`src/hw/lsu_params.svh`:
```
//////////////////////////////////////////////////////////////////////
// width defines shared by the load/store unit RTL and its testbench
// include this file wherever a data, byte-enable or offset width is needed
//////////////////////////////////////////////////////////////////////

`ifndef LSU_PARAMS_SVH
`define LSU_PARAMS_SVH

// data and address width
`define LSU_DATA_W 32

// byte lanes per bus word
`define LSU_BE_W 4

// byte offset inside a word
`define LSU_OFF_W 2

`endif

```
`src/hw/lsu_pkg.sv`:
```
//////////////////////////////////////////////////////////////////////
// types of the load/store unit: access size and controller state enums,
// and the packed bundles exchanged with the core and the data bus
//////////////////////////////////////////////////////////////////////

`include "lsu_params.svh"

package lsu_pkg;

  // access size, both byte codes of the core fold into SIZE_BYTE
  typedef enum logic [1:0] {
    SIZE_WORD = 2'b00,
    SIZE_HALF = 2'b01,
    SIZE_BYTE = 2'b10
  } lsu_size_e;

  // controller states
  typedef enum logic [2:0] {
    IDLE,
    WAIT_GNT_MIS,               // first beat of a split access not granted yet
    WAIT_RVALID_MIS,            // first beat granted, second beat pending
    WAIT_GNT,                   // single beat (or last beat) waiting for grant
    WAIT_RVALID_MIS_GNTS_DONE   // both granted, first response outstanding
  } ls_fsm_e;

  // request attributes from the core
  typedef struct packed {
    logic                   we;        // 1 = store
    lsu_size_e              size;
    logic                   sign_ext;  // sign extend byte/half loads
    logic [`LSU_DATA_W-1:0] wdata;     // store data, lsb aligned
  } lsu_req_t;

  // one outgoing bus beat
  typedef struct packed {
    logic [`LSU_DATA_W-1:0] addr;      // always word aligned
    logic                   we;
    logic [`LSU_BE_W-1:0]   be;
    logic [`LSU_DATA_W-1:0] wdata;     // rotated to byte lanes
  } bus_req_t;

  // bus response
  typedef struct packed {
    logic                   rvalid;
    logic                   err;
    logic [`LSU_DATA_W-1:0] rdata;
  } bus_rsp_t;

  // response back to the core
  typedef struct packed {
    logic [`LSU_DATA_W-1:0] rdata;
    logic                   rdata_valid;  // load data good
    logic                   resp_valid;   // access finished, ok or not
    logic                   load_err;
    logic                   store_err;
  } lsu_rsp_t;

endpackage

```
`src/hw/lsu_store_align.sv`:
```
//////////////////////////////////////////////////////////////////////
// store path of the load/store unit: byte enables for first and second
// bus beat, and store data rotated onto its byte lanes
//////////////////////////////////////////////////////////////////////

`timescale 1ns/1ns

`include "lsu_params.svh"

module lsu_store_align import lsu_pkg::*; (
  input  logic [`LSU_OFF_W-1:0]  addr_off_i,     // byte offset of the access
  input  lsu_size_e              size_i,
  input  logic                   second_beat_i,  // second half of a split access
  input  logic [`LSU_DATA_W-1:0] wdata_i,
  output logic [`LSU_BE_W-1:0]   be_o,
  output logic [`LSU_DATA_W-1:0] wdata_o
);

  logic [`LSU_BE_W-1:0]     be_mask;   // lanes of the access at offset 0
  logic [2*`LSU_BE_W-1:0]   be_span;   // mask placed across two words
  logic [2*`LSU_DATA_W-1:0] wdata_dbl; // doubled word for rotation

  //////////////////////////////////////////////////////////////////////
  // byte enables

  always_comb begin
    unique case (size_i)
      SIZE_WORD: be_mask = 4'b1111;
      SIZE_HALF: be_mask = 4'b0011;
      SIZE_BYTE: be_mask = 4'b0001;
      default:   be_mask = 4'b1111;
    endcase
  end

  // shifting by the offset pushes the tail of a split access into the
  // upper nibble, which is exactly the low lanes of the next word
  always_comb begin
    be_span = {{`LSU_BE_W{1'b0}}, be_mask} << addr_off_i;
    if (second_beat_i) begin
      be_o = be_span[2*`LSU_BE_W-1:`LSU_BE_W];  // remaining low lanes
    end else begin
      be_o = be_span[`LSU_BE_W-1:0];            // offset upward
    end

    // only the unused second beat of an aligned word may be empty
    if (!(second_beat_i && size_i == SIZE_WORD && addr_off_i == '0)) begin
      a_be_nonzero: assert (be_o != '0)
        else $error("store_align: empty byte enables on an active beat");
    end
  end

  //////////////////////////////////////////////////////////////////////
  // store data rotation

  // rotate left by offset bytes, so byte 0 lands on lane addr_off_i
  // and the bytes that wrap around serve the second beat
  assign wdata_dbl = {wdata_i, wdata_i} << {addr_off_i, 3'b000};
  assign wdata_o   = wdata_dbl[2*`LSU_DATA_W-1:`LSU_DATA_W];

endmodule

```
`src/hw/lsu_load_align.sv`:
```
//////////////////////////////////////////////////////////////////////
// load path of the load/store unit: holds the attributes of the access
// in flight and the first-beat data, then realigns and extends the load
// result from the current bus beat
//////////////////////////////////////////////////////////////////////

`timescale 1ns/1ns

`include "lsu_params.svh"

module lsu_load_align import lsu_pkg::*; (
  input  logic                   clk_i,
  input  logic                   rst_ni,
  input  logic                   ctrl_update_i,   // capture attributes + offset
  input  logic                   rdata_update_i,  // capture first-beat data
  input  lsu_req_t               attr_i,
  input  logic [`LSU_OFF_W-1:0]  addr_off_i,
  input  logic [`LSU_DATA_W-1:0] rdata_i,         // data of the current beat
  output logic [`LSU_DATA_W-1:0] rdata_o,         // realigned, extended
  output logic                   we_q_o           // access in flight is a store
);

  // captured access attributes
  logic [`LSU_OFF_W-1:0]    off_q;
  lsu_size_e                size_q;
  logic                     sign_ext_q;
  logic                     we_q;

  // upper three bytes of the first beat, byte 0 never needed
  logic [`LSU_DATA_W-1:8]   rdata_q;

  logic                     split_q;   // access used two beats
  logic [`LSU_DATA_W-1:0]   low_word;  // word below the current beat
  logic [2*`LSU_DATA_W-1:0] win;       // two words shifted down by offset
  logic [`LSU_DATA_W-1:0]   rdata_w;
  logic [`LSU_DATA_W-1:0]   rdata_h;
  logic [`LSU_DATA_W-1:0]   rdata_b;

  //////////////////////////////////////////////////////////////////////
  // capture registers

  always_ff @(posedge clk_i or negedge rst_ni) begin
    if (!rst_ni) begin
      off_q      <= '0;
      size_q     <= SIZE_WORD;
      sign_ext_q <= 1'b0;
      we_q       <= 1'b0;
    end else if (ctrl_update_i) begin
      off_q      <= addr_off_i;
      size_q     <= attr_i.size;
      sign_ext_q <= attr_i.sign_ext;
      we_q       <= attr_i.we;
    end
  end

  always_ff @(posedge clk_i) begin
    if (rdata_update_i) begin
      rdata_q <= rdata_i[`LSU_DATA_W-1:8];  // payload only
    end
  end

  //////////////////////////////////////////////////////////////////////
  // realignment

  assign split_q = ((size_q == SIZE_WORD) && (off_q != '0)) ||
                   ((size_q == SIZE_HALF) && (off_q == '1));

  // split access: first-beat bytes sit below the current beat
  // single beat: the beat itself, bytes never wrap past lane 3
  assign low_word = split_q ? {rdata_q, 8'h00} : rdata_i;

  assign win = {rdata_i, low_word} >> {off_q, 3'b000};

  assign rdata_w = win[`LSU_DATA_W-1:0];
  assign rdata_h = {{16{sign_ext_q & win[15]}}, win[15:0]};  // zero when unsigned
  assign rdata_b = {{24{sign_ext_q & win[7]}}, win[7:0]};

  always_comb begin
    unique case (size_q)
      SIZE_WORD: rdata_o = rdata_w;
      SIZE_HALF: rdata_o = rdata_h;
      SIZE_BYTE: rdata_o = rdata_b;
      default:   rdata_o = rdata_w;
    endcase
  end

  assign we_q_o = we_q;

  //////////////////////////////////////////////////////////////////////
  // checks

  // core must hand over a legal size and a known offset with each grant
  a_size_known: assert property (@(posedge clk_i) disable iff (!rst_ni)
    ctrl_update_i |=> (size_q inside {SIZE_WORD, SIZE_HALF, SIZE_BYTE}) &&
                      !$isunknown(off_q))
    else $error("load_align: captured size or offset not valid");

endmodule

```
`src/hw/lsu_ctrl.sv`:
```
//////////////////////////////////////////////////////////////////////
// controller of the load/store unit: sequences one or two bus beats per
// request, tracks first-beat errors, keeps the last address for traps
// and the second-beat increment, and qualifies the core response
//////////////////////////////////////////////////////////////////////

`timescale 1ns/1ns

`include "lsu_params.svh"

module lsu_ctrl import lsu_pkg::*; (
  input  logic                   clk_i,
  input  logic                   rst_ni,
  // core side
  input  logic                   req_i,           // level, held until req_done_o
  input  lsu_size_e              size_i,
  input  logic [`LSU_DATA_W-1:0] addr_i,
  // bus side
  input  logic                   data_gnt_i,
  input  bus_rsp_t               bus_rsp_i,
  // from load path
  input  logic [`LSU_DATA_W-1:0] ld_rdata_i,
  input  logic                   we_q_i,
  output logic                   data_req_o,
  output logic                   addr_incr_o,     // core should present addr_last + 4
  output logic                   req_done_o,
  output logic                   second_beat_o,
  output logic                   ctrl_update_o,
  output logic                   rdata_update_o,
  output logic [`LSU_DATA_W-1:0] addr_last_o,
  output logic                   busy_o,
  output lsu_rsp_t               rsp_o
);

  ls_fsm_e                state_q, state_d;
  logic                   handle_mis_q, handle_mis_d;  // second beat still to issue
  logic                   lsu_err_q, lsu_err_d;        // first beat came back with err
  logic                   addr_update;
  logic [`LSU_DATA_W-1:0] addr_last_q;
  logic                   split_access;
  logic                   data_err;

  // word not on a boundary, or half crossing into the next word
  assign split_access =
      ((size_i == SIZE_WORD) && (addr_i[`LSU_OFF_W-1:0] != '0)) ||
      ((size_i == SIZE_HALF) && (addr_i[`LSU_OFF_W-1:0] == '1));

  //////////////////////////////////////////////////////////////////////
  // FSM

  always_comb begin
    state_d        = state_q;
    handle_mis_d   = handle_mis_q;
    lsu_err_d      = lsu_err_q;
    data_req_o     = 1'b0;
    addr_incr_o    = 1'b0;
    addr_update    = 1'b0;
    ctrl_update_o  = 1'b0;
    rdata_update_o = 1'b0;

    unique case (state_q)
      IDLE: begin
        if (req_i) begin
          data_req_o = 1'b1;
          lsu_err_d  = 1'b0;  // fresh access
          if (data_gnt_i) begin
            ctrl_update_o = 1'b1;
            addr_update   = 1'b1;
            handle_mis_d  = split_access;
            state_d       = split_access ? WAIT_RVALID_MIS : IDLE;
          end else begin
            state_d = split_access ? WAIT_GNT_MIS : WAIT_GNT;
          end
        end
      end

      WAIT_GNT_MIS: begin
        data_req_o = 1'b1;  // hold first beat
        if (data_gnt_i) begin
          ctrl_update_o = 1'b1;
          addr_update   = 1'b1;
          handle_mis_d  = 1'b1;
          state_d       = WAIT_RVALID_MIS;
        end
      end

      WAIT_RVALID_MIS: begin
        data_req_o  = 1'b1;  // second beat goes out right away
        addr_incr_o = 1'b1;
        if (bus_rsp_i.rvalid) begin
          lsu_err_d      = bus_rsp_i.err;
          rdata_update_o = ~we_q_i;
          state_d        = data_gnt_i ? IDLE : WAIT_GNT;
          // keep the failing first address for the trap
          addr_update    = data_gnt_i & ~bus_rsp_i.err;
          handle_mis_d   = ~data_gnt_i;
        end else if (data_gnt_i) begin
          handle_mis_d = 1'b0;  // two beats outstanding now
          state_d      = WAIT_RVALID_MIS_GNTS_DONE;
        end
      end

      WAIT_GNT: begin
        data_req_o  = 1'b1;
        addr_incr_o = handle_mis_q;  // only for a pending second beat
        if (data_gnt_i) begin
          ctrl_update_o = 1'b1;
          addr_update   = ~lsu_err_q;
          handle_mis_d  = 1'b0;
          state_d       = IDLE;
        end
      end

      WAIT_RVALID_MIS_GNTS_DONE: begin
        addr_incr_o = 1'b1;  // keeps second address on addr_i for addr_last
        if (bus_rsp_i.rvalid) begin
          lsu_err_d      = bus_rsp_i.err;
          addr_update    = ~bus_rsp_i.err;
          rdata_update_o = ~we_q_i;
          state_d        = IDLE;
        end
      end

      default: state_d = IDLE;
    endcase
  end

  assign req_done_o = (req_i | (state_q != IDLE)) & (state_d == IDLE);

  always_ff @(posedge clk_i or negedge rst_ni) begin
    if (!rst_ni) begin
      state_q      <= IDLE;
      handle_mis_q <= 1'b0;
      lsu_err_q    <= 1'b0;
    end else begin
      state_q      <= state_d;
      handle_mis_q <= handle_mis_d;
      lsu_err_q    <= lsu_err_d;
    end
  end

  // last address, for trap value and second-beat increment
  always_ff @(posedge clk_i or negedge rst_ni) begin
    if (!rst_ni) begin
      addr_last_q <= '0;
    end else if (addr_update) begin
      addr_last_q <= addr_i;
    end
  end

  //////////////////////////////////////////////////////////////////////
  // outputs and response qualification

  assign second_beat_o = handle_mis_q;
  assign addr_last_o   = addr_last_q;
  assign busy_o        = (state_q != IDLE);

  assign data_err = lsu_err_q | bus_rsp_i.err;  // either beat

  // final response only arrives once the FSM is back in IDLE
  assign rsp_o.resp_valid  = bus_rsp_i.rvalid & (state_q == IDLE);
  assign rsp_o.rdata_valid = bus_rsp_i.rvalid & (state_q == IDLE) & ~data_err & ~we_q_i;
  assign rsp_o.load_err    = rsp_o.resp_valid & data_err & ~we_q_i;
  assign rsp_o.store_err   = rsp_o.resp_valid & data_err & we_q_i;
  assign rsp_o.rdata       = ld_rdata_i;

  //////////////////////////////////////////////////////////////////////
  // checks

  a_state_valid: assert property (@(posedge clk_i) disable iff (!rst_ni)
    state_q inside {IDLE, WAIT_GNT_MIS, WAIT_RVALID_MIS, WAIT_GNT,
                    WAIT_RVALID_MIS_GNTS_DONE})
    else $error("lsu_ctrl: illegal state");

  a_addr_known: assert property (@(posedge clk_i) disable iff (!rst_ni)
    data_req_o |-> !$isunknown(addr_i))
    else $error("lsu_ctrl: unknown address on bus request");

  // core must follow the increment request with the next aligned word
  a_second_addr: assert property (@(posedge clk_i) disable iff (!rst_ni)
    (data_req_o && addr_incr_o) |->
      (addr_i[`LSU_OFF_W-1:0] == '0) &&
      (addr_i[`LSU_DATA_W-1:`LSU_OFF_W] == addr_last_q[`LSU_DATA_W-1:`LSU_OFF_W] + 1'b1))
    else $error("lsu_ctrl: second beat address is not the next word");

endmodule

```
`src/hw/lsu_top.sv`:
```
//////////////////////////////////////////////////////////////////////
// load/store unit top: connects the controller, store path and load
// path to the core request port and the word-aligned data bus
//////////////////////////////////////////////////////////////////////

`timescale 1ns/1ns

`include "lsu_params.svh"

module lsu_top import lsu_pkg::*; (
  input  logic                   clk_i,
  input  logic                   rst_ni,
  // core
  input  logic                   req_i,
  input  lsu_req_t               attr_i,
  input  logic [`LSU_DATA_W-1:0] addr_i,
  output logic                   req_done_o,
  output logic                   addr_incr_o,
  output logic [`LSU_DATA_W-1:0] addr_last_o,
  output logic                   busy_o,
  output lsu_rsp_t               rsp_o,
  // data bus
  output logic                   data_req_o,
  input  logic                   data_gnt_i,
  output bus_req_t               bus_req_o,
  input  bus_rsp_t               bus_rsp_i
);

  logic                   second_beat;
  logic                   ctrl_update;
  logic                   rdata_update;
  logic [`LSU_DATA_W-1:0] ld_rdata;
  logic                   we_q;
  logic [`LSU_OFF_W-1:0]  addr_off;

  // on the second beat the core sends the next aligned word, so the
  // access offset still comes from the first address in addr_last
  assign addr_off = second_beat ? addr_last_o[`LSU_OFF_W-1:0]
                                : addr_i[`LSU_OFF_W-1:0];

  lsu_ctrl i_lsu_ctrl (
    .clk_i          (clk_i),
    .rst_ni         (rst_ni),
    .req_i          (req_i),
    .size_i         (attr_i.size),
    .addr_i         (addr_i),
    .data_gnt_i     (data_gnt_i),
    .bus_rsp_i      (bus_rsp_i),
    .ld_rdata_i     (ld_rdata),
    .we_q_i         (we_q),
    .data_req_o     (data_req_o),
    .addr_incr_o    (addr_incr_o),
    .req_done_o     (req_done_o),
    .second_beat_o  (second_beat),
    .ctrl_update_o  (ctrl_update),
    .rdata_update_o (rdata_update),
    .addr_last_o    (addr_last_o),
    .busy_o         (busy_o),
    .rsp_o          (rsp_o)
  );

  lsu_store_align i_lsu_store_align (
    .addr_off_i    (addr_off),
    .size_i        (attr_i.size),
    .second_beat_i (second_beat),
    .wdata_i       (attr_i.wdata),
    .be_o          (bus_req_o.be),
    .wdata_o       (bus_req_o.wdata)
  );

  lsu_load_align i_lsu_load_align (
    .clk_i          (clk_i),
    .rst_ni         (rst_ni),
    .ctrl_update_i  (ctrl_update),
    .rdata_update_i (rdata_update),
    .attr_i         (attr_i),
    .addr_off_i     (addr_off),
    .rdata_i        (bus_rsp_i.rdata),
    .rdata_o        (ld_rdata),
    .we_q_o         (we_q)
  );

  // bus address is the word containing addr_i
  assign bus_req_o.addr = {addr_i[`LSU_DATA_W-1:`LSU_OFF_W], {`LSU_OFF_W{1'b0}}};
  assign bus_req_o.we   = attr_i.we;

endmodule

```
`config.mk`:
```
export PLATFORM = sky130hd
export DESIGN_NAME = lsu_top
export DESIGN_NICKNAME = d
export VERILOG_FILES = /design/src/hw/lsu_pkg.sv /design/src/hw/lsu_store_align.sv /design/src/hw/lsu_load_align.sv /design/src/hw/lsu_ctrl.sv /design/src/hw/lsu_top.sv
export VERILOG_INCLUDE_DIRS = /design/src /design/src/hw
export SDC_FILE = /design/constraint.sdc
export NUM_CORES = 1
export LEC_CHECK = 0
export ABC_AREA = 1
export CORE_MARGIN = 8
export CORE_UTILIZATION = 38
export DETAILED_ROUTE_END_ITERATION = 6
export DONT_BUFFER_PORTS = 1
export PLACE_DENSITY_LB_ADDON = 0.15
export RECOVER_POWER = 25
export SYNTH_ARGS = -nofsm -noshare
export SYNTH_HDL_FRONTEND = slang
export SYNTH_SLANG_ARGS = --single-unit
```
`constraint.sdc`:
```
create_clock -name clk_i -period 7.55 [get_ports clk_i]
set_input_delay 0.3775 -clock clk_i [delete_from_list [all_inputs] [get_ports clk_i]]
set_output_delay 0.3775 -clock clk_i [all_outputs]
set_load 0.05 [all_outputs]
```
==> impl_results.md, run 1 <==
- Status: complete, but fails checks
- Violated checks: max-capacitance violations, max-slew violations
- Maxcap violations: 1
- Pins Over Slew Limit: 44
- Antenna diodes: 0
- Pre-antenna DRT Iters: 6
- Synthesized instance count: roughly 850
- Fin crit period: around 3.8 ns
- FILL cells: approximately 1500
- Synth warnings: 0
- Clock-pin slew on the worst setup and hold paths: ~0.060 ns
- Hold Path Class: input pin to register
- First DRT Iteration DRCs: 257
- Nets: 910
- Drt total wl: 17440 um
- Chip Width: 136.4 um
- Main synth FF type: dfrtp_1
- Max Clock Skew: 0.005957 ns
- DR vias/cell: about 5.2
- Clk buf depth: 2
- Unique masters post-synth: 37
- Die ar.: about 19000 um2
- Register area share after synthesis: 32.61%
- Finish-stage setup viols: 0
- GRT Residual Overflow: 0
- Area growth syn-to-layout: 2.589%
- Total CTS buffers: 9
- DRC Markers: 0
- Setup bufs post-CTS: 0
- Most common cell after layout, fill and taps aside: nand2_1
- Worst setup path class: register to output port
- Root Driver: clkbuf_16
- Post-synthesis area per instance: ~6.5 um2
- Antenna violations before repair: 0
- FF/Latch Area: ~1800 um2
- Fmax: about 0.26 GHz
- Post-synth ARST share: between 60% and 70%
- Slew at the pin closest to its max-slew limit: around 2.3 ns
- Final Core Density: between 30% and 40%
- EDFF count, synth: 24
- Largest net degree at the start of global routing: 72
- Routed via count: 5180
- IO Pins: around 250
- Number of synthesized register bits: 67
- Most frequent cells in the layout: 233 x nand2_1, 134 x inv_1, 110 x nand3_1, 68 x o21ai_0, 48 x nor2_1
- Final Cycle Share: about half
- Die Height: 136.4 um
- Vias in the first global route: around 5000
- Rows: 44
- Critical Path AT: approximately 3.5 ns
- Mapped Area: approximately 5500 um2
- Post-DP HPWL: ~13000 um
- WP data required: ~7.2 ns
- Final Cell Area: roughly 5700 um2
- Clk sinks: 67
- CTS tree: yes
- Critical-path maximum fanout: 36
- CTS H-tree depth: 3
- Critical Path Source Type: register
- Drt wl/cell: ~18 um
- First-pass GRT wire length: between 20000 and 30000 um
- Clk Latency, worst-skew pair: about 0.34 ns
- Hold Vio Cnt, Final: 0
- Remaining antenna violation count: 0
- Initial Util: a little under two fifths
- Crit. End Element: output port
- Hold_ws: 0.1304 ns
- Core region area: 14370 um2
- Unrepaired setup endpoints after global routing: false
- Slew margin rel.: -54.83%
- Port buffer count: 0
- Fraction of layout cells with a size suffix above 1: between 6 and 7%
- GRT Util Overall: a little under a fifth
- Area of the multi-input gates: 2754 um2
- Gpl congestion: approximately 0.84
- TNS Setup: 0 ns
- Cell Area, Placed: ~5400 um2
[layout make-up]
class	count	area share, %
Tap cell	184	4.073
Multi-Input combinational cell	571	48.72
Clock inverter	6	0.8411
Sequential cell	67	31.78
Timing Repair Buffer	10	1.306
Inverter	139	9.230
Clock buffer	10	4.050
[timing repair]
action                     4_1_cts  5_1_grt
hold endpoints to repair        43        0
hold buffers                     2        0
resized for setup                0        0
setup endpoints to repair        0        0
[cells in the mapped netlist, types with 7 or more instances]
master      n  area (um2)
nand2_1   233       874.6
inv_1     134       503.0
nand3_1   110       550.5
o21ai_0    98       490.5
nor2_1     48       180.2
dfrtp_1    43        1076
buf_4      39       292.8
a21oi_1    25       125.1
edfxtp_1   24       720.7
buf_2      20       100.1
clkbuf_1   12       45.04
nand3_2    12       120.1
a221oi_1    7       61.31
[sequential cells by signal (all words and copies together), names as in the netlist]
register                     count
i_lsu_ctrl.addr_last_o          32
i_lsu_ctrl.lsu_err_q             1
i_lsu_ctrl.second_beat_o         1
i_lsu_ctrl.state_q               3
i_lsu_load_align.off_q           2
i_lsu_load_align.rdata_q        24
i_lsu_load_align.sign_ext_q      1
i_lsu_load_align.size_q          2
i_lsu_load_align.we_q_o          1
[metrics by stage]
stage / setup WS, ns / cells
finish: 3.726 / 987
global route: 3.379 / 987
detailed placement: 4.066 / 969
global placement: 4.084 / 969
floorplan: 4.529 / 854
CTS: 3.691 / 987
[routing by layer]
layer  global-route usage (%)  vias to the layer above  share of wire (%)
li1                         -                     2585                  -
met1                    21.16                     2333                 40
met2                    30.44                      241                 49
met3                    6.800                       21                 10
met4                    6.650                        0                1.9
met5                        0                        -                  0
[worst max-delay path, cell delays in order (launching register included)]
cell,delay [ns]
dfrtp_1,0.67
nand2_1,0.18
o21ai_2,0.08
buf_4,0.33
clkinv_1,0.76
o21ai_1,1.06
[worst paths after layout]
kind / slack [ns] / depth (start not counted) / end / start
hold reg to reg: 0.58 / 2 / i_lsu_ctrl.lsu_err_q$_DFFE_PN0P_ / i_lsu_ctrl.lsu_err_q$_DFFE_PN0P_
hold / removal: 0.13 / 0 / i_lsu_load_align.rdata_q[29]$_DFFE_PP_ / bus_rsp_i[29]
setup / recovery: 3.73 / 5 / bus_req_o[17] / i_lsu_ctrl.addr_last_o[1]$_DFFE_PN0P_
min in group asynchronous: 1.29 / 2 / i_lsu_ctrl.addr_last_o[8]$_DFFE_PN0P_ / rst_ni
setup reg to reg: 5.24 / 8 / i_lsu_ctrl.addr_last_o[30]$_DFFE_PN0P_ / i_lsu_ctrl.state_q[0]$_DFF_PN0_
max in group asynchronous: 4.94 / 2 / i_lsu_load_align.size_q[1]$_DFFE_PN0P_ / rst_ni
[cells by family after synthesis]
group	Yosys count	share of synthesized area, %
AOI/OAI and AO/OA	145	14.31
xor gates and xnor gates	1	0.1590
adders and majority gates	6	1.362
buffers and inverters	216	18.12
DFF	67	32.61
other	1	0.06805
and+or+nand+nor	417	33.38
Power of run 1 is left out: the tool's default activity adds up to more than one toggle a clock period on the data nets, which glitch-free logic cannot reach.
==> run 2: changes to the inputs <==
clock period = 3.3 ns   (was 7.55 ns; I/O delays follow)
==> impl_results.md, run 2 (same netlist as run 1, synthesis figures left out) <==
- First DRT Iteration DRCs: 381 (+48%)
- Gpl congestion: 0.9281 (+11%)
- Remaining antenna violation count: 0 (unchanged)
- Initial Util: 38.35% (unchanged)
- Largest net degree at the start of global routing: 67 (-6.9%)
- Status: complete, but fails checks
- Drt wl/cell: 16.75 um (-5.2%)
- Bufs and invs on worst path: 1 (-1)
- Pins Over Slew Limit: 44 (unchanged)
- Die ar.: 18610 um2 (unchanged)
- Slew at the pin closest to its max-slew limit: 2.309 ns (-0.01394 ns)
- Max Clock Skew: 0.006613 ns (+0.0006552 ns)
- Wire length on met1: 7360 um (+6.5%)
- First-pass GRT wire length: 28550 um (+6.5%)
- Cells along the critical path: o21ai_4 -> nand2_4 -> nand2_1 -> nand3_1 -> nand3_2 -> nand3_4 -> nand3_1 -> buf_12
- Slew margin rel.: -53.91% (+0.93 points)
- Chip Width: 136.4 um (unchanged)
- Post-DP HPWL: 13590 um (+5.3%)
- Top sig layer: met4
- Critical Path AT: 2.83 ns (-0.62 ns)
- Nets: 1033 (+14%)
- Violated checks: max-capacitance violations, max-slew violations
- Critical Path Source Type: register
- Maxcap violations: 1 (unchanged)
- GRT Util Overall: 19.43% (+1.1 points)
- CTS H-tree depth: 3 (unchanged)
- Most frequent cells in the layout: 233 x nand2_1, 134 x inv_1, 110 x nand3_1, 68 x o21ai_0, 63 x dlygate4sd3_1
- Clock-pin slew on the worst setup and hold paths: 0.06 ns (about the same)
- Worst setup path class: register to output port
- CP peak stage delay: 0.61 ns (-0.45 ns)
- DRC Markers: 0 (unchanged)
- Clk Latency, worst-skew pair: 0.35 ns (about the same)
- Core region area: 14370 um2 (unchanged)
- Die Height: 136.4 um (unchanged)
- CP top delay family: simple AND/OR/NAND/NOR gates
- Routed via count: 5706 (+10%)
- Port buffer count: 0 (unchanged)
- Rows: 44 (unchanged)
- Drt total wl: 18610 um (+6.7%)
- Slowest-stage cell, CP: dfrtp_1
- Vias in the first global route: 5556 (+11%)
- Hold Vio Cnt, Final: 0 (unchanged)
- CTS tree: yes
- Fraction of layout cells with a size suffix above 1: 12.20% (+5.7 points)
- Hold Path Class: input pin to register
- Crit. End Element: output port
- CP most frequent cell: nand3_1
- Finish-stage setup viols: 0 (unchanged)
- Clk buf depth: 2 (unchanged)
- Area growth syn-to-layout: 23.80%
- Post_cts resized: 0 (unchanged)
- TNS Setup: 0 ns (unchanged)
- Critical-path maximum fanout: 25 (-31%)
- DR vias/cell: 5.136 (-2.1%)
- Number of flip-flops in the largest register: 32 (unchanged)
- Final Cycle Share: a little over 90%
- Antenna violations before repair: 1 (+1)
- Unrepaired setup endpoints after global routing: false
- IO Pins: 247 (unchanged)
- Fin crit period: roughly 3.0 ns
- Total CTS buffers: 9 (unchanged)
- Pre-antenna DRT Iters: 6 (unchanged)
- Most common cell after layout, fill and taps aside: nand2_1
- Root Driver: clkbuf_16
- Clk sinks: 67 (unchanged)
- WP data required: 3.13 ns (-4.04 ns)
- Setup bufs post-CTS: 0 (unchanged)
- # hold bufs at CTS: 64 (+62)
- GRT Residual Overflow: 0 (unchanged)
- DR WL met3: 1571 um (-9.7%)
- Met2 wire len: 9257 um (+9.4%)
- Fmax: around 0.33 GHz
## run 2: cell types whose count changed in the layout (fill, tap and decap cells not counted), sizes merged
cell / delta
dlygate4sd3: +62
buf: +61
diode: +1
## run 2: path summary, 6_finish.rpt
kind                            cells past startpoint                                   from                                       to  slack [ns]
min in group asynchronous                           2                                 rst_ni   i_lsu_ctrl.addr_last_o[29]$_DFFE_PN0P_        1.11
worst min register to register                      2       i_lsu_ctrl.lsu_err_q$_DFFE_PN0P_         i_lsu_ctrl.lsu_err_q$_DFFE_PN0P_        0.57
worst max-delay path                                8  i_lsu_load_align.off_q[0]$_DFFE_PN0P_                                rsp_o[32]        0.31
max in group asynchronous                           2                                 rst_ni  i_lsu_load_align.sign_ext_q$_DFFE_PN0P_        0.87
worst min-delay path                                3                             data_gnt_i     i_lsu_ctrl.second_beat_o$_DFFE_PN0P_        0.01
worst max register to register                      8        i_lsu_ctrl.state_q[2]$_DFF_PN0_    i_lsu_ctrl.addr_last_o[1]$_DFFE_PN0P_        1.24
## run 2: per-stage QoR
| stage | setup slack (ns) | hold slack, ns | instances | utilization (%) | area (um2) |
|---|---|---|---|---|---|
| after CTS | 0.3018 | 0.003473 | 1110 | 47.62 | 6843 |
| after global routing | 0.06400 | 0.01375 | 1111 | 47.47 | 6822 |
| final | 0.3099 | 0.01250 | 1111 | 47.47 | 6822 |
| after floorplan | 0.2791 | -0.1306 | 854 | - | 5514 |
| after detailed placement | 0.6720 | -0.1295 | 1030 | 41.12 | 5908 |
| after global placement | 0.7645 | -0.1293 | 1030 | 41.12 | 5908 |
## run 2: layout make-up
class / count / area (um2)
tap: 184 / 230.2
clock inverter: 6 / 47.55
antenna: 1 / 2.502
inverter: 139 / 521.8
clock buffer: 10 / 229.0
fill: 1429 / 7547
multi-input combinational: 571 / 2754
sequential: 67 / 1797
timing repair buffer: 133 / 1240
## run 2: layer usage
metal	GRT usage [%]	vias to the layer above
met3	6.393	35
met5	0	-
met2	33.21	267
met4	6.833	0
met1	22.25	2576
li1	-	2828
## run 2: worst min-delay path, stage by stage
cell	delay [ns]
nand2_1	0.05
a21oi_1	0.06
nand2_1	0.06
Power of run 2 is left out for the same reason.
